**config.mk**
```make
export PLATFORM = sky130hd
export DESIGN_NAME = instruction_decode
export DESIGN_NICKNAME = d
export VERILOG_FILES = /design/src/hw/isa_pkg.sv /design/src/hw/pipe_pkg.sv /design/src/hw/instruction_decode.sv
export SDC_FILE = /design/constraint.sdc
export NUM_CORES = 2
export LEC_CHECK = 0
export ABC_AREA = 0
export BUFFER_PORTS_ARGS = -buffer_cell sky130_fd_sc_hd__buf_4
export CAP_MARGIN = 30
export CORE_ASPECT_RATIO = 1.1
export CORE_MARGIN = 2
export CORE_UTILIZATION = 60
export DETAILED_ROUTE_END_ITERATION = 12
export PLACE_DENSITY_LB_ADDON = 0.2
export SLEW_MARGIN = 20
export SYNTH_ARGS = -nofsm -noshare
export SYNTH_HDL_FRONTEND = slang
export SYNTH_SLANG_ARGS = --single-unit
export TNS_END_PERCENT = 10
```
**constraint.sdc**
```tcl
create_clock -name i_clk -period 2.72 [get_ports i_clk]
set_input_delay 0.408 -clock i_clk [delete_from_list [all_inputs] [get_ports i_clk]]
set_output_delay 0.408 -clock i_clk [all_outputs]
set_load 0.02 [all_outputs]
```
**src/hw/isa_pkg.sv**
```systemverilog
package isa_pkg;

    localparam int DATA_W     = 32;
    localparam int REG_ADDR_W = 5;
    localparam int OP_W       = 6;
    localparam int SHAMT_W    = 5;
    localparam int IMM_W      = 16;

    // primary opcode, instr[31:26]
    typedef enum logic [OP_W-1:0] {
        R_TYPE = 6'h00,
        ADDI   = 6'h08,
        SLTI   = 6'h0a,
        ANDI   = 6'h0c,
        ORI    = 6'h0d,
        XORI   = 6'h0e,
        LUI    = 6'h0f,
        LB     = 6'h20,
        LH     = 6'h21,
        LW     = 6'h23,
        LBU    = 6'h24,
        LHU    = 6'h25,
        SB     = 6'h28,
        SH     = 6'h29,
        SW     = 6'h2b
    } opcode_e;

    // R-type funct field, also fed straight to the alu
    typedef enum logic [OP_W-1:0] {
        SLL  = 6'h00,
        SRL  = 6'h02,
        SRA  = 6'h03,
        ADDU = 6'h21,
        SUBU = 6'h23,
        AND  = 6'h24,
        OR   = 6'h25,
        XOR  = 6'h26,
        NOR  = 6'h27,
        SLT  = 6'h2a
    } funct_e;

    // where the execute stage takes its alu operation from
    typedef enum logic [1:0] {
        MEM_ADDR   = 2'd0,
        NO_ALU     = 2'd1,
        USE_FUNCT  = 2'd2,
        USE_OPCODE = 2'd3
    } alu_class_e;

endpackage

```
**src/hw/pipe_pkg.sv**
```systemverilog
package pipe_pkg;

    // access size for loads and stores
    typedef enum logic [1:0] {
        BYTE = 2'd0,
        HALF = 2'd1,
        WORD = 2'd2
    } mem_width_e;

    // operand source in the execute stage
    typedef enum logic [1:0] {
        FROM_REG = 2'd0,
        FROM_WB  = 2'd1,
        FROM_MEM = 2'd2
    } fwd_sel_e;

    typedef struct packed {
        logic                reg_dest;
        logic                alu_src;
        isa_pkg::alu_class_e alu_class;
    } ex_ctl_t;

    typedef struct packed {
        logic       mem_read;
        logic       mem_write;
        logic       load_unsigned;
        mem_width_e width;
    } mem_ctl_t;

    typedef struct packed {
        logic mem_to_reg;
        logic reg_write;
    } wb_ctl_t;

    typedef struct packed {
        ex_ctl_t                         ex_ctl;
        mem_ctl_t                        mem_ctl;
        wb_ctl_t                         wb_ctl;
        logic [isa_pkg::DATA_W-1:0]      ra;
        logic [isa_pkg::DATA_W-1:0]      rb;
        logic [isa_pkg::REG_ADDR_W-1:0]  rs;
        logic [isa_pkg::REG_ADDR_W-1:0]  rt;
        logic [isa_pkg::REG_ADDR_W-1:0]  rd;
        logic [isa_pkg::OP_W-1:0]        funct;
        logic [isa_pkg::OP_W-1:0]        opcode;
        logic [isa_pkg::SHAMT_W-1:0]     shamt;
        logic [isa_pkg::DATA_W-1:0]      imm;
    } id_ex_t;

    typedef struct packed {
        mem_ctl_t                        mem_ctl;
        wb_ctl_t                         wb_ctl;
        logic [isa_pkg::DATA_W-1:0]      alu_result;
        logic [isa_pkg::DATA_W-1:0]      store_data;
        logic [isa_pkg::REG_ADDR_W-1:0]  reg_dest;
    } ex_mem_t;

endpackage

```
**src/hw/instruction_decode.sv**
```systemverilog
`timescale 1ns/1ps

module instruction_decode (
    input  logic                           i_clk,
    input  logic                           i_reset,
    input  logic                           i_halt,
    input  logic [isa_pkg::DATA_W-1:0]     i_instr,
    input  logic                           i_wb_write,
    input  logic [isa_pkg::REG_ADDR_W-1:0] i_wb_reg,
    input  logic [isa_pkg::DATA_W-1:0]     i_wb_data,
    output pipe_pkg::id_ex_t               o_id_ex
);

    import isa_pkg::*;
    import pipe_pkg::*;

    localparam int NUM_REGS = 2 ** REG_ADDR_W;

    logic [DATA_W-1:0]     regs [NUM_REGS];
    logic [OP_W-1:0]       opcode;
    logic [REG_ADDR_W-1:0] rs;
    logic [REG_ADDR_W-1:0] rt;
    logic [REG_ADDR_W-1:0] rd;
    logic [SHAMT_W-1:0]    shamt;
    logic [OP_W-1:0]       funct;
    logic [IMM_W-1:0]      imm16;
    logic                  imm_zero_ext;
    ex_ctl_t               ex_ctl;
    mem_ctl_t              mem_ctl;
    wb_ctl_t               wb_ctl;
    id_ex_t                id_ex_d;

    assign opcode = i_instr[31:26];
    assign rs     = i_instr[25:21];
    assign rt     = i_instr[20:16];
    assign rd     = i_instr[15:11];
    assign shamt  = i_instr[10:6];
    assign funct  = i_instr[5:0];
    assign imm16  = i_instr[15:0];

    // r0 reads zero, a same-cycle write-back is bypassed
    function automatic logic [DATA_W-1:0] read_reg(input logic [REG_ADDR_W-1:0] addr);
        if (addr == '0) begin
            return '0;
        end else if (i_wb_write && i_wb_reg == addr) begin
            return i_wb_data;
        end
        return regs[addr];
    endfunction

    function automatic mem_width_e width_of(input logic [OP_W-1:0] op);
        if (op == LB || op == LBU || op == SB) begin
            return BYTE;
        end else if (op == LH || op == LHU || op == SH) begin
            return HALF;
        end
        return WORD;
    endfunction

    always_ff @(posedge i_clk) begin
        if (i_reset) begin
            for (int i = 0; i < NUM_REGS; i++) begin
                regs[i] <= '0;
            end
        end else if (!i_halt && i_wb_write && i_wb_reg != '0) begin
            regs[i_wb_reg] <= i_wb_data;
        end
    end

    // control decoder
    always_comb begin
        ex_ctl       = '0;
        mem_ctl      = '0;
        wb_ctl       = '0;
        imm_zero_ext = 1'b0;
        case (opcode)
            R_TYPE: begin
                ex_ctl.reg_dest  = 1'b1;
                ex_ctl.alu_class = USE_FUNCT;
                wb_ctl.reg_write = 1'b1;
            end
            ADDI, SLTI, LUI, ANDI, ORI, XORI: begin
                ex_ctl.alu_src   = 1'b1;
                ex_ctl.alu_class = USE_OPCODE;
                wb_ctl.reg_write = 1'b1;
                // logical immediates are zero extended
                imm_zero_ext     = (opcode == ANDI) || (opcode == ORI) || (opcode == XORI);
            end
            LB, LH, LW, LBU, LHU: begin
                ex_ctl.alu_src        = 1'b1;
                ex_ctl.alu_class      = MEM_ADDR;
                mem_ctl.mem_read      = 1'b1;
                mem_ctl.load_unsigned = (opcode == LBU) || (opcode == LHU);
                mem_ctl.width         = width_of(opcode);
                wb_ctl.mem_to_reg     = 1'b1;
                wb_ctl.reg_write      = 1'b1;
            end
            SB, SH, SW: begin
                ex_ctl.alu_src    = 1'b1;
                ex_ctl.alu_class  = MEM_ADDR;
                mem_ctl.mem_write = 1'b1;
                mem_ctl.width     = width_of(opcode);
            end
            default: begin
                ex_ctl.alu_class = NO_ALU;
            end
        endcase
    end

    always_comb begin
        id_ex_d.ex_ctl  = ex_ctl;
        id_ex_d.mem_ctl = mem_ctl;
        id_ex_d.wb_ctl  = wb_ctl;
        id_ex_d.ra      = read_reg(rs);
        id_ex_d.rb      = read_reg(rt);
        id_ex_d.rs      = rs;
        id_ex_d.rt      = rt;
        id_ex_d.rd      = rd;
        id_ex_d.funct   = funct;
        id_ex_d.opcode  = opcode;
        id_ex_d.shamt   = shamt;
        if (imm_zero_ext) begin
            id_ex_d.imm = {{(DATA_W - IMM_W){1'b0}}, imm16};
        end else begin
            id_ex_d.imm = {{(DATA_W - IMM_W){imm16[IMM_W-1]}}, imm16};
        end
    end

    // ID/EX register
    always_ff @(posedge i_clk) begin
        if (i_reset) begin
            o_id_ex <= '0;
        end else if (!i_halt) begin
            o_id_ex <= id_ex_d;
        end
    end

endmodule

```
# After elaboration in Yosys (flattened, before gate mapping)
# Memory sizes are Yosys's and may differ from the RTL's.
# Cells that the tools add are included.
[totals]
regBits = 138
ram_bits = 1024
in_bits = 73
out_inout_bits = 139
n_memories = 1
[classes]
eq_ne = 16
n_mux = 36
n_reduce_logical = 23
[memory_table]
columns = ["name", "words", "width", "read_ports", "rd_ports_with_merged_regs", "write_ports", "line_no", "text"]
rows = [
  ["regs", 32, 32, 2, 0, 32, "instruction_decode.sv:19", "logic [DATA_W-1:0] regs [NUM_REGS];"],
]
[ops]
columns = ["cell", "n"]
rows = [
  ["2-to-1 mux 32 bit", 8],
  ["== test 6 bit (second input constant)", 8],
  ["== test 6 x 4 -> 1 bit (second input constant)", 6],
  ["OR reduction 32 bit", 1],
  ["2-to-1 mux 1 bit", 21],
  ["OR reduction 14 bit", 1],
  ["OR reduction 12 bit", 1],
  ["== test 5 bit", 2],
  ["zero test 5 bit", 2],
  ["2-to-1 mux 2 bit", 4],
  ["OR reduction 8 bit", 1],
  ["logical OR 1 bit", 7],
  ["zero test 6 bit", 1],
  ["case mux 2 bit (3 select lines)", 1],
  ["OR reduction 6 bit", 1],
  ["2-to-1 mux 5 bit", 1],
  ["nonzero test 5 bit", 1],
  ["OR reduction 5 bit", 1],
  ["logical AND 1 bit", 4],
  ["case mux 2 bit (2 select lines)", 1],
  ["OR reduction 3 bit", 1],
  ["zero test 1 bit", 1],
]

# Depth between registers and ports, before layout
[depth]
depth_word = 8
mapped_depth = 9
ltp_nobuf = 5

# Worst setup path before layout
# Ideal clock, no wire load.
[synth_path]
kind = "in2reg"
from = "in i_wb_reg[3] (netlist bit)"
to = "mem regs[5][0], enable pin"
setup_time_ns = 0.375
arrival_ns = 1.797
path_slack_ns = 0.549
cell_stages = 4
cell_sequence = "buf_2 > or3b_2 > nor2_1 > or2_2"
[synth_lines]
columns = ["element", "line_no", "text"]
rows = [
  ["start, declared", "instruction_decode.sv:9", "input logic [isa_pkg::REG_ADDR_W-1:0] i_wb_reg,"],
  ["end, declared", "instruction_decode.sv:19", ""],
]

==> impl_metrics.ini <==
[setup_path]
worst_ep_required_time_ps = 3250
critPathArrivalTime_ps = 2590
critPathLaunchType = flip-flop
worstSetupEndpointType = flip-flop
path_class = flip-flop to flip-flop
timing.rr.end = o_id_ex[107]
path_max_fanout = 2
r2r-start = regs[23][11]
rr_worst_depth = 6
regToRegSetupSlack_ps = 650

[die]
die_w_um = 302
dieHeight_um = 332
core-area_mm2 = 0.0971
start_util_pct = 60.5
die_area_mm2 = 0.100
rows = 120
ios = 212

[worst_hold_path]
hold_class = primary input to flip-flop
worstHoldStart = i_instr[26]
min_to = o_id_ex[37]
holdPathStages = 3

[timing]
finalCritPeriodShare_pct = 75.9
worstMarginPinSlew_ps = 1020
finalSetupViolCount = 0
rsz0062_at_grt = false
fin_crit_ps = 2070
slew_headroom_pct = 32.0
finalHoldViolCount = 0
drv_slew = 0
fmax_mhz = 484
fin_skew_ps = 17.5

[clocking]
insertion_delay_ps = 700
ctsResizeCount = 0
path_clk_slew_ps = 70
ctsLongestPathBuffers = 3
cts_tree = built
post_cts_buffers = 0
ctsRootBufferMaster = clkbuf_16
clock_sinks = 1131
htreeDepth = 3
numCtsBuffers = 111

[logic_synthesis]
synth_xor_area_share_pct = 0.149
synth.yosys.warnings = 0
synth.most_common_cell = edfxtp_1
async_flop_share_pct = 0
synth_cell_types = 45
yosysTopAreaCell = edfxtp_1
synth_top_family_by_area = multiplexers
synth_top_cell_area_share_pct = 52.3
synth.area.top_cells = edfxtp_1 (52%), mux4_2 (20%), and2_1 (11%)
synth_seq_cells = 1131
synth_compound_area_share_pct = 4.31
synth-edff-count = 1024
synth_fa_ha_area_share_pct = 0
synth_mux_area_share_pct = 22.8
yosys-top-cells-count = edfxtp_1 (1024), and2_1 (993), mux4_2 (512)
syn_area_mm2 = 0.0587
synthSimpleGateAreaFrac_pct = 12.7
synth_flop_cell = edfxtp_1
ys_seq_area_share_pct = 56.0
synthCells = 3976
post_synth.cell_area_avg_um2 = 14.8

[power_and_ir_drop]
finalPower_mw = 41.9
p_int_mw = 31.8
p_leak_nw = 24.0
clkPwrFrac_pct = 38.6
power_frac_comb_pct = 12.6
p_seq_share_pct = 48.8
power.net_switching_mw = 10.1
p_sw_share_pct = 24.1
peakVddDrop_mv = 0.544
cellPowerDensity_mw_per_mm2 = 625

[final_layout]
fillers = 6415
layout.core_utilization_pct = 69.0
layout.nets = 4217
area_delta_synth_final_pct = 14.1
final_area_mm2 = 0.0670
drive_above_1_share_pct = 28.5

[global_route]
gr-total-overflow = 0
grt_usage_pct = 35.3
grt_use_met2_pct = 55.2
met3_usage_pct = 8.84
grt_pass1_wl_um = 253000
grt.busiest_layer = met2
grt_max_degree = 171
grt_pass1_vias = 37400
met1_usage_pct = 47.7
antenna_found_initial = 7

[drt]
avgRoutedWirePerCell_um = 31.9
ant_nets = 0
drt-initial-drc-count = 4833
wirelength_um = 176000
vias = 37600
detailedRoute.firstPassIterationCount = 5
drc = 0
vias_per_cell = 6.81

[placed_design]
hpwl_um = 109000
place.gp.congestion = 0.871
placed_area_mm2 = 0.0631
io_buffers = 211

[flow_run]
cap_violations = 0

[status]
status = finished clean
==> cell usage in the layout (no fill, tap or decap), types with 7 or more instances in the layout <==
| cell type | instances |
|---|---|
| clkbuf_16 | 113 |
| nor2b_1 | 17 |
| nor2_1 | 106 |
| a211o_1 | 13 |
| and2_1 | 993 |
| edfxtp_1 | 1024 |
| a32oi_1 | 13 |
| dfxtp_1 | 107 |
| nor3b_1 | 7 |
| clkbuf_8 | 12 |
| o31a_1 | 7 |
| conb_1 | 32 |
| mux4_2 | 512 |
| bufinv_16 | 17 |
| dlygate4sd3_1 | 18 |
| a221oi_1 | 58 |
| clkbuf_1 | 26 |
| inv_1 | 69 |
| or2_2 | 33 |
| a22o_1 | 7 |
| buf_12 | 90 |
| mux2i_1 | 181 |
| a21oi_1 | 78 |
| nor2_4 | 8 |
| nor3_1 | 13 |
| nor2_2 | 23 |
| a22oi_1 | 57 |
| clkinv_1 | 10 |
| nand2_1 | 26 |
| xnor2_1 | 10 |
| clkinv_2 | 22 |
| buf_8 | 7 |
| o22ai_1 | 118 |
| buf_4 | 354 |
==> power groups by stage <==
stage                     sequential [mW]  clock [mW]  combinational (mW)
after floorplan                      20.7           0                3.13
after global placement               20.7           0                5.13
after detailed placement             20.7           0                5.17
after CTS                            20.4        16.2                5.21
after global routing                 20.5        16.8                5.50
final                                20.4        16.2                5.29
==> per-stage QoR <==
step,TNS (ps),cells,setup slack [ps],hold WS [ps]
after floorplan,0,4007,549,547
after global placement,-1920,5293,-150,459
after detailed placement,-10.7,5294,-10.7,464
after CTS,0,5516,698,1.90
after global routing,0,5519,535,36.8
final,0,5520,655,29.1
==> layer usage <==
layer,routed length (um),vias up
met5,52,-
li1,-,15400
met4,7670,4
met1,62200,19100
met3,22100,512
met2,84200,2530
==> cells by family (layout without fill, tap and decap cells) <==
family          count (synthesis)  count (layout)
simple gates                 1256            1256
mux                           696             696
other cells                     1              36
xor+xnor                       10              10
compound gates                366             366
buf+inv                       516             744
flops                        1131            1131
==> layout make-up <==
cell class                      instances  area, um2  share of cell area (%)
Sequential cell                      1131      32900                    49.1
Tap cell                             1281       1600                    2.39
Antenna cell                            4       10.0                  0.0149
Inverter                               69        259                   0.386
Clock buffer                          151       3090                    4.61
Timing Repair Buffer                  471       4770                    7.11
Multi-Input combinational cell       2360      23700                    35.4
Clock inverter                         53        689                    1.03
==> sequential cells by signal, indices dropped and copies added, names as in the netlist <==
register  flops
regs       1024
o_id_ex     107
==> critical path: stages (launching register included) <==
cell      delay [ps]
edfxtp_1         390
mux4_2           480
o22ai_1          410
nor2_1           100
a21oi_1          230
buf_4            190
a221oi_1          90
==> worst max-delay path by stage <==
stage	from	end
floorplan	i_wb_reg[3]	regs[5][0]
global placement	i_instr[18]	o_id_ex[79]
detailed placement	i_instr[16]	o_id_ex[87]
CTS	i_instr[16]	o_id_ex[87]
global route	i_instr[16]	o_id_ex[87]
finish	regs[23][11]	o_id_ex[107]
==> timing repair <==
| item | 4_1_cts | 5_1_grt |
|---|---|---|
| setup endpoints to repair | 0 | 0 |
| hold buffers | 18 | 0 |
| hold endpoints to repair | 19 | 0 |
No activity file was read; power rests on OpenSTA's default activity.
