$ cat config.mk
export PLATFORM = sky130hd
export DESIGN_NAME = forward_unit
export DESIGN_NICKNAME = d
export VERILOG_FILES = /design/src/hw/isa_pkg.sv /design/src/hw/pipe_pkg.sv /design/src/hw/forward_unit.sv
export SDC_FILE = /design/constraint.sdc
export NUM_CORES = 1
export LEC_CHECK = 0
export BUFFER_PORTS_ARGS = -buffer_cell sky130_fd_sc_hd__buf_4
export CORE_AREA = 2 2 39 41
export DETAILED_ROUTE_END_ITERATION = 8
export DIE_AREA = 0 0 41 43
export GPL_TIMING_DRIVEN = 0
export SLEW_MARGIN = 20
export SYNTH_ARGS = -nofsm -noshare
export SYNTH_HDL_FRONTEND = slang
export SYNTH_SLANG_ARGS = --single-unit
$ cat constraint.sdc
create_clock -name vclk -period 0.9
set_input_delay 0.045 -clock vclk [all_inputs]
set_output_delay 0.045 -clock vclk [all_outputs]
set_load 0.05 [all_outputs]
$ cat src/hw/isa_pkg.sv
package isa_pkg;

    localparam int DATA_W     = 32;
    localparam int REG_ADDR_W = 5;
    localparam int OP_W       = 6;
    localparam int SHAMT_W    = 5;
    localparam int IMM_W      = 16;

    // primary opcode, instr[31:26]
    typedef enum logic [OP_W-1:0] {
        R_TYPE = 6'h00,
        ADDI   = 6'h08,
        SLTI   = 6'h0a,
        ANDI   = 6'h0c,
        ORI    = 6'h0d,
        XORI   = 6'h0e,
        LUI    = 6'h0f,
        LB     = 6'h20,
        LH     = 6'h21,
        LW     = 6'h23,
        LBU    = 6'h24,
        LHU    = 6'h25,
        SB     = 6'h28,
        SH     = 6'h29,
        SW     = 6'h2b
    } opcode_e;

    // R-type funct field, also fed straight to the alu
    typedef enum logic [OP_W-1:0] {
        SLL  = 6'h00,
        SRL  = 6'h02,
        SRA  = 6'h03,
        ADDU = 6'h21,
        SUBU = 6'h23,
        AND  = 6'h24,
        OR   = 6'h25,
        XOR  = 6'h26,
        NOR  = 6'h27,
        SLT  = 6'h2a
    } funct_e;

    // where the execute stage takes its alu operation from
    typedef enum logic [1:0] {
        MEM_ADDR   = 2'd0,
        NO_ALU     = 2'd1,
        USE_FUNCT  = 2'd2,
        USE_OPCODE = 2'd3
    } alu_class_e;

endpackage

$ cat src/hw/pipe_pkg.sv
package pipe_pkg;

    // access size for loads and stores
    typedef enum logic [1:0] {
        BYTE = 2'd0,
        HALF = 2'd1,
        WORD = 2'd2
    } mem_width_e;

    // operand source in the execute stage
    typedef enum logic [1:0] {
        FROM_REG = 2'd0,
        FROM_WB  = 2'd1,
        FROM_MEM = 2'd2
    } fwd_sel_e;

    typedef struct packed {
        logic                reg_dest;
        logic                alu_src;
        isa_pkg::alu_class_e alu_class;
    } ex_ctl_t;

    typedef struct packed {
        logic       mem_read;
        logic       mem_write;
        logic       load_unsigned;
        mem_width_e width;
    } mem_ctl_t;

    typedef struct packed {
        logic mem_to_reg;
        logic reg_write;
    } wb_ctl_t;

    typedef struct packed {
        ex_ctl_t                         ex_ctl;
        mem_ctl_t                        mem_ctl;
        wb_ctl_t                         wb_ctl;
        logic [isa_pkg::DATA_W-1:0]      ra;
        logic [isa_pkg::DATA_W-1:0]      rb;
        logic [isa_pkg::REG_ADDR_W-1:0]  rs;
        logic [isa_pkg::REG_ADDR_W-1:0]  rt;
        logic [isa_pkg::REG_ADDR_W-1:0]  rd;
        logic [isa_pkg::OP_W-1:0]        funct;
        logic [isa_pkg::OP_W-1:0]        opcode;
        logic [isa_pkg::SHAMT_W-1:0]     shamt;
        logic [isa_pkg::DATA_W-1:0]      imm;
    } id_ex_t;

    typedef struct packed {
        mem_ctl_t                        mem_ctl;
        wb_ctl_t                         wb_ctl;
        logic [isa_pkg::DATA_W-1:0]      alu_result;
        logic [isa_pkg::DATA_W-1:0]      store_data;
        logic [isa_pkg::REG_ADDR_W-1:0]  reg_dest;
    } ex_mem_t;

endpackage

$ cat src/hw/forward_unit.sv
`timescale 1ns/1ps

module forward_unit (
    input  logic [isa_pkg::REG_ADDR_W-1:0] i_rs,
    input  logic [isa_pkg::REG_ADDR_W-1:0] i_rt,
    input  logic [isa_pkg::REG_ADDR_W-1:0] i_mem_reg,
    input  logic                           i_mem_write_en,
    input  logic [isa_pkg::REG_ADDR_W-1:0] i_wb_reg,
    input  logic                           i_wb_write_en,
    output pipe_pkg::fwd_sel_e             o_fwd_a,
    output pipe_pkg::fwd_sel_e             o_fwd_b
);

    import isa_pkg::*;
    import pipe_pkg::*;

    // youngest producer wins, r0 never forwards
    function automatic fwd_sel_e pick(input logic [REG_ADDR_W-1:0] src);
        if (src != '0 && i_mem_write_en && i_mem_reg == src) begin
            return FROM_MEM;
        end else if (src != '0 && i_wb_write_en && i_wb_reg == src) begin
            return FROM_WB;
        end
        return FROM_REG;
    endfunction

    always_comb begin
        o_fwd_a = pick(i_rs);
        o_fwd_b = pick(i_rt);
    end

endmodule

# Word level (Yosys, flattened, before mapping)
# Index checks and enable logic that the tools add are counted.
[totals] reg_bits=0 output_inout_bits=4 word_cells=24 input_bits=22
[classes] reduce_logical=10 eq_ne=4 mux=10
[op_table] operator="$eq A5 B5 Y1" count=4
[op_table] operator="$mux W2" count=6
[op_table] operator="$reduce_bool A5 Y1" count=2
[op_table] operator="$logic_and A1 B1 Y1" count=8
[op_table] operator="$mux W1" count=4

# Depth between registers and ports, before layout
# Gate-level depths: netlist of run 1.
[logic_depth] ltp_word=6 ltp_mapped=3 ltp_nobuf=3

# Least setup slack after synthesis of run 1
# Ideal clock, no wire load.
[synth_timing] path_kind="input -> output" start="input i_rs[3] in the netlist's numbering" end="output o_fwd_a[0]" cell_stages=3 arrival_ns=2.734 required_ns=0.855 path_slack_ns=-1.879 path_buffers=0 cell_sequence="xnor2_1 -> and2_1 -> a2111oi_0"
[synth_between] elab_chain_len=6 elab_cells_between_ends=11 cone_classes="2 x eq/ne; 4 x mux; 5 x reduce/logical"
[synth_rtl] item="from (decl)" line_no="forward_unit.sv:4" source="input logic [isa_pkg::REG_ADDR_W-1:0] i_rs,"
[synth_rtl] item="$reduce_bool A5 Y1" line_no="forward_unit.sv:19, forward_unit.sv:21"
[synth_rtl] item="$logic_and A1 B1 Y1 (2 in a row)" line_no="forward_unit.sv:21" source="end else if (src != '0 && i_wb_write_en && i_wb_reg == src) begin"
[synth_rtl] item="$mux W1" line_no="forward_unit.sv:21"
[synth_rtl] item="$mux W1" line_no="forward_unit.sv:19" source="if (src != '0 && i_mem_write_en && i_mem_reg == src) begin"
[synth_rtl] item="$mux W2 (*)" line_no="forward_unit.sv:24" source="return FROM_REG;"
[synth_rtl] item="to (decl)" line_no="forward_unit.sv:10" source="output pipe_pkg::fwd_sel_e o_fwd_a,"
# Every way passes the cells marked *; elsewhere a longest branch is shown, timed or not.

# Worst setup path after layout of run 1
[layout_timing] start="input i_rs[1] in the netlist's numbering" end="output o_fwd_a[1]"
# Same word-level chain as after synthesis.

==> flow_metrics.tcl, run 1 <==
set metrics [dict create \
    outcome "complete, but fails checks" \
    violations "setup timing" \
    end_kind "output port" \
    seqPwrFrac 0 \
    synthMuxAreaShare 0 \
    dp_hpwl_microns 797 \
    grt_overflow_total 0 \
    core_sq_um 1380 \
    period_minus_slack_ns 1.21 \
    ys_seq_area_frac 0 \
    final_cell_mix "16 x buf_4, 12 x xnor2_1, 10 x buf_6, 5 x xor2_1" \
    synth_compound_area_frac 0.0631 \
    seq_area_sq_um 0 \
    syn-instance-count 36 \
    final_cell_count_no_fill 81 \
    hp-class "in -> out" \
    post-place-cells 78 \
    p_sw_w 0.000134 \
    p_int_w 0.000171 \
    grt_pass1_vias 367 \
    drt_first_pass_iters 4 \
    power_frac_clock 0 \
    timing.fmax_mhz 828 \
    drt-initial-drc-count 3 \
    holdWs_ns 0.497 \
    syn_nets 58 \
    syn_area_sq_um 278 \
    area_growth_pct 147 \
    clkbuf_count 0 \
    worstPathRequired_ns 0.85 \
    slew_violations 0 \
    drive_gt1_frac 0.677 \
    maxCapViolCount 0 \
    grt.total_usage 0.107 \
    fin_crit_sh 1.34 \
    vias 373 \
    gp_congestion 0.663 \
    worst_pin_slew_ns 0.280 \
    yosys.area_share.xor_xnor 0.631 \
    ant_nets 0 \
    ctsHoldBuffers 0 \
    rsz0062_at_grt "yes" \
    wl_per_cell_microns 11.7 \
    start_util 0.201 \
    p_comb_frac 1.000 \
    worst_slew_margin_rel 0.812 \
    io-pin-count 26 \
    die_area_sq_um 1760 \
    vdd_drop_max_mv 0.194 \
    grt_max_degree 4 \
    hold_violations 0 \
    seq_cell_count 0 \
    criticalPathCategory "in -> out" \
    row_count 14 \
    crit_path_max_fanout 3 \
    yosys.area_share.adder 0 \
    setup_violations 4 \
    final_common_cell "buf_4" \
    die_w_microns 41 \
    die_y_microns 43 \
    synth_top_family_by_area "XOR/XNOR gates" \
    drc 0 \
    swShare 0.438 \
    cp-start-kind "primary input" \
    multiInputGateArea_sq_um 389 \
    ys_warn_count 0 \
    syn_area_per_cell_sq_um 7.72 \
    yosys.area_share.simple 0.306 \
    synth.distinct_cells 10 \
    p_leak_nw 0.264 \
    fin_ws_ns -0.308 \
    pre_cts_ws_ns -0.399 \
    fill_cells 141 \
    tns_ns -1.08 \
    via_per_inst 4.60 \
    diodes 0 \
    powerDensity_nw_per_um2 444 \
    wl_microns 950 \
    portBuffers 26 \
    cp.arrival_ns 1.16 \
    grt_pass1_wl_mm 1.38 \
    antenna_found_initial 0 \
    fin_nets 89 \
]
-- stage by stage --
stage	area [sq um]	util	total power, W
after global routing	687	0.496	0.000327
final	687	0.496	0.000305
after CTS	659	0.476	0.000291
after floorplan	358	-	0.000135
after global placement	573	0.414	0.000261
after detailed placement	573	0.414	0.000263
-- cells by family (layout without fill, tap and decap cells) --
family	Yosys count	after routing
AOI/OAI and AO/OA	2	2
and+or+nand+nor	14	14
buffers and inverters	0	29
xor gates and xnor gates	20	20
-- cell type report --
type                            instances  share of cell area
Tap cell                               16              0.0291
Multi-Input combinational cell         36               0.566
Timing Repair Buffer                   29               0.404
-- power groups by stage --
| stage | registers [W] | logic [W] | clock network (W) |
|---|---|---|---|
| 6_report | 0 | 0.000305 | 0 |
| 3_3_place_gp | 0 | 0.000261 | 0 |
| 5_1_grt | 0 | 0.000327 | 0 |
| 4_1_cts | 0 | 0.000291 | 0 |
| 2_1_floorplan | 0 | 0.000135 | 0 |
| 3_5_place_dp | 0 | 0.000263 | 0 |
-- synthesized netlist by cell type (all sizes together) --
cell type,number,area (sq um)
nand2,2,7.51
or4,2,15.0
xnor2,12,105
a2111oi,2,17.5
nor4,2,12.5
nor2,2,7.51
and2,2,12.5
xor2,8,70.1
and3b,2,17.5
nand4,2,12.5
-- critical path, stage by stage --
cell	delay [ns]
buf_8	0.10
or4_4	0.53
nor2_4	0.12
and3b_2	0.22
buf_8	0.15
-- final timing paths --
check                      from          to  slack (ns)  depth (start not counted)
hold / removal    i_wb_write_en  o_fwd_b[0]        0.50                          4
setup / recovery        i_rs[1]  o_fwd_a[1]       -0.31                          5
-- metal layers --
metal / routed length [microns] / up-vias / GRT usage
met1: 354 / 166 / 0.144
met4: 0 / 0 / 0
met5: 0 / - / 0
met3: 113 / 0 / 0.0105
met2: 481 / 24 / 0.188
li1: - / 183 / -
-- timing repair --
item | 4_1_cts | 5_1_grt
pin swaps | 9 | 3
endpoints found under the setup margin | 4 | 4
resized for setup | 17 | 3
buffers inserted | 2 | 1
(Power assumes the default switching activity.)
==> inputs of run 2 (changes only) <==
--- a/config.mk
+++ b/config.mk
@@ -10,6 +10,7 @@
 export DETAILED_ROUTE_END_ITERATION = 8
 export DIE_AREA = 0 0 41 43
 export GPL_TIMING_DRIVEN = 0
+export MAX_ROUTING_LAYER = met4
 export SLEW_MARGIN = 20
 export SYNTH_ARGS = -nofsm -noshare
 export SYNTH_HDL_FRONTEND = slang
==> run 2 against run 1 <==
The flow still finishes with violations (setup timing). Combinational power barely moved. Utilization unchanged. First-iteration DRC count unchanged.
==> flow_metrics.tcl, run 2 (synthesis gave the netlist of run 1 again) <==
set metrics [dict create \
    outcome "complete, but fails checks" \
    violations "setup timing" \
    maxCapViolCount 0 \
    powerDensity_nw_per_um2 444 \
    setup_violations 4 \
    core_sq_um 1380 \
    p_leak_nw 0.264 \
    end_kind "output port" \
    diodes 0 \
    wl_microns 950 \
    fin_ws_ns -0.308 \
    crit_path_max_fanout 3 \
    period_minus_slack_ns 1.21 \
    seq_area_sq_um 0 \
    grt_max_degree 4 \
    clkbuf_count 0 \
    dp_hpwl_microns 797 \
    fin_crit_sh 1.34 \
    worst_pin_slew_ns 0.280 \
    drive_gt1_frac 0.677 \
    drc 0 \
    die_area_sq_um 1760 \
    gp_congestion 0.669 \
    hp-class "in -> out" \
    via_per_inst 4.60 \
    die_w_microns 41 \
    drt_first_pass_iters 4 \
    drt-initial-drc-count 3 \
    grt_pass1_wl_mm 1.38 \
    wl_per_cell_microns 11.7 \
    vdd_drop_max_mv 0.194 \
    area_growth_pct 147 \
    portBuffers 26 \
    fin_nets 89 \
    io-pin-count 26 \
    slew_violations 0 \
    worst_slew_margin_rel 0.812 \
    die_y_microns 43 \
    tns_ns -1.08 \
    ant_nets 0 \
    grt_pass1_vias 367 \
    worstPathRequired_ns 0.85 \
    antenna_found_initial 0 \
    row_count 14 \
    final_util 0.496 \
    final_common_cell "buf_4" \
    fill_cells 141 \
    seq_cell_count 0 \
    timing.fmax_mhz 828 \
    grt_overflow_total 0 \
    hold_violations 0 \
    cp-start-kind "primary input" \
    grt.total_usage 0.110 \
    start_util 0.201 \
    hold_depth 4 \
    cp.arrival_ns 1.16 \
    vias 373 \
    rsz0062_at_grt "yes" \
    criticalPathCategory "in -> out" \
    final_cell_mix "16 x buf_4, 12 x xnor2_1, 10 x buf_6, 5 x xor2_1" \
]
==> run 2: cell counts in the layout (fill, tap and decap cells not counted) <==
No cell type changed its count.
==> run 2: final timing paths <==
check	startpoint	endpoint	slack, ns
worst max-delay path	i_rs[1]	o_fwd_a[1]	-0.31
worst min-delay path	i_wb_write_en	o_fwd_b[0]	0.50
==> run 2: what timing repair did <==
action                     in CTS  in global routing
setup buffers                   2                  1
hold endpoints to repair        0                  0
pin swaps                       9                  3
resized for setup              17                  3
hold buffers                    0                  0
setup endpoints to repair       4                  4
==> run 2: power by group <==
part	internal (W)	total (W)	switching (W)
combinational	0.000171	0.000305	0.000134
clock	0	0	0
sequential	0	0	0
==> run 2: worst max-delay path, cell delays in order <==
cell     delay [ns]
buf_8          0.10
or4_4          0.53
nor2_4         0.12
and3b_2        0.22
buf_8          0.15
==> run 2: cell type report <==
class                           instances  area, sq um  area share
Multi-Input combinational cell         36          389       0.566
Timing Repair Buffer                   29          278       0.404
Tap cell                               16         20.0      0.0291
==> run 2: metrics by stage <==
step	power, W	hold slack, ns	setup WS, ns	std cells	cell area, sq um
floorplan	0.000135	0.269	-0.182	36	358
global placement	0.000261	0.539	-0.396	78	573
detailed placement	0.000263	0.543	-0.399	78	573
CTS	0.000291	0.504	-0.326	80	659
global route	0.000327	0.515	-0.348	81	687
finish	0.000305	0.497	-0.308	81	687
==> run 2: metal layers <==
metal / wire [microns] / GRT usage
met1: 369 / 0.150
met2: 481 / 0.188
met3: 98 / 0
met4: 0 / 0
met5: 0 / -
==> inputs of run 3 (changes only) <==
--- a/config.mk
+++ b/config.mk
@@ -11,6 +11,7 @@
 export DIE_AREA = 0 0 41 43
 export GPL_TIMING_DRIVEN = 0
 export MAX_ROUTING_LAYER = met4
+export PLACE_DENSITY_LB_ADDON = 0.25
 export SLEW_MARGIN = 20
 export SYNTH_ARGS = -nofsm -noshare
 export SYNTH_HDL_FRONTEND = slang
==> run 3 against run 2 <==
The flow still finishes with violations (setup timing). Combinational power is essentially flat. Flip-flop and latch count is the same. Cell count grew 2.5%. Wire length grew 2.7%. Clock-buffer cell count is the same. Critical path depth is the same. Setup slack gained 0.012 ns. Sequential share of layout area is the same. Maximum frequency grew 1.0%. Via count grew 0.80%. Worst hold slack gained 0.00093 ns. Critical path type unchanged.
==> flow_metrics.tcl, run 3 (synthesis gave the netlist of run 1 again) <==
set metrics [dict create \
    fill_cells 145 \
    wl_microns 976 \
    final_common_cell "buf_4" \
    hold_violations 0 \
    worst_pin_slew_ns 0.275 \
    clkbuf_count 0 \
    fin_ws_ns -0.296 \
    p_comb_frac 1.000 \
    tns_ns -1.04 \
    powerDensity_nw_per_um2 438 \
    drt-initial-drc-count 0 \
    crit_path_max_fanout 3 \
    criticalPathCategory "in -> out" \
    hp-class "in -> out" \
    grt.total_usage 0.122 \
    vias 376 \
    p_leak_nw 0.273 \
    via_per_inst 4.53 \
    core_sq_um 1380 \
    worst_slew_margin_rel 0.817 \
    worstPathRequired_ns 0.85 \
    finalPower_w 0.000302 \
    final_cell_mix "20 x buf_4, 12 x xnor2_1, 7 x buf_6, 5 x xor2_1, 4 x buf_8" \
    fin_nets 91 \
    drt_first_pass_iters 1 \
    end_kind "output port" \
    seq_cell_count 0 \
    crit_start "i_rs[4]" \
    grt_max_degree 4 \
    die_w_microns 41 \
    grt_pass1_wl_mm 1.52 \
    io-pin-count 26 \
    endpoint "o_fwd_a[1]" \
    rsz0062_at_grt "yes" \
    area_growth_pct 148 \
    swShare 0.431 \
    vdd_drop_max_mv 0.182 \
    portBuffers 26 \
    cp-start-kind "primary input" \
    drive_gt1_frac 0.687 \
    seq_area_sq_um 0 \
    p_int_w 0.000172 \
    p_sw_w 0.000130 \
    antenna_found_initial 0 \
    die_area_sq_um 1760 \
    drc 0 \
    fin_crit_sh 1.33 \
    setup_violations 4 \
    wl_per_cell_microns 11.8 \
    grt_pass1_vias 381 \
    slew_violations 0 \
    maxCapViolCount 0 \
    cp.arrival_ns 1.15 \
    violations "setup timing" \
    seqPwrFrac 0 \
    power_frac_clock 0 \
    row_count 14 \
    pre_cts_ws_ns -0.407 \
    ant_nets 0 \
    period_minus_slack_ns 1.20 \
    place_area_sq_um 573 \
    fin_area_sq_um 689 \
    timing.fmax_mhz 836 \
    diodes 0 \
    gp_congestion 0.700 \
    dp_hpwl_microns 822 \
    grt_overflow_total 0 \
    die_y_microns 43 \
    start_util 0.201 \
    outcome "complete, but fails checks" \
]
run 3: changes by cell type in the layout (fill, tap and decap cells not counted), sizes merged:
cell | before | now
buf | 29 | 31
run 3: layer usage:
metal	GRT usage	wire length, microns	vias to the layer above
li1	-	-	187
met1	0.161	380	169
met2	0.213	512	20
met3	0	83	0
met4	0	0	0
met5	-	0	-
run 3: final cells by class:
type | count | area, sq um | share of cell area
multi-input combinational | 36 | 380 | 0.552
tap | 16 | 20.0 | 0.0290
timing repair buffer | 31 | 289 | 0.419
run 3: what timing repair did:
action,CTS,global route
hold endpoints to repair,0,0
hold buffers,0,0
pin swaps,5,6
endpoints found under the setup margin,4,4
setup buffers,3,2
gates resized for setup,11,7
run 3: power groups by stage:
stage	Combinational (W)	Clock (W)	Sequential (W)
after global routing	0.000322	0	0
after CTS	0.000281	0	0
after global placement	0.000261	0	0
after detailed placement	0.000264	0	0
after floorplan	0.000135	0	0
final	0.000302	0	0
run 3: worst min path at each step:
stage | from | endpoint | slack [ns] | depth (start not counted)
2_1_floorplan | i_rs[0] | o_fwd_a[0] | 0.27 | 2
3_3_place_gp | i_wb_write_en | o_fwd_b[0] | 0.54 | 4
3_5_place_dp | i_wb_write_en | o_fwd_a[0] | 0.54 | 4
4_1_cts | i_wb_write_en | o_fwd_a[0] | 0.50 | 4
5_1_grt | i_wb_write_en | o_fwd_b[0] | 0.52 | 4
6_report | i_wb_write_en | o_fwd_b[0] | 0.50 | 4
run 3: per-stage QoR:
step,utilization,cells,hold slack (ns)
finish,0.498,83,0.498
global route,0.498,83,0.525
CTS,0.460,81,0.499
detailed placement,0.414,78,0.538
global placement,0.414,78,0.538
floorplan,-,36,0.269
run 3: worst max-delay path: stages:
cell and delay (ns):
buf_8 0.10, or4_4 0.54, nor2_4 0.10, and3b_2 0.22, buf_8 0.15
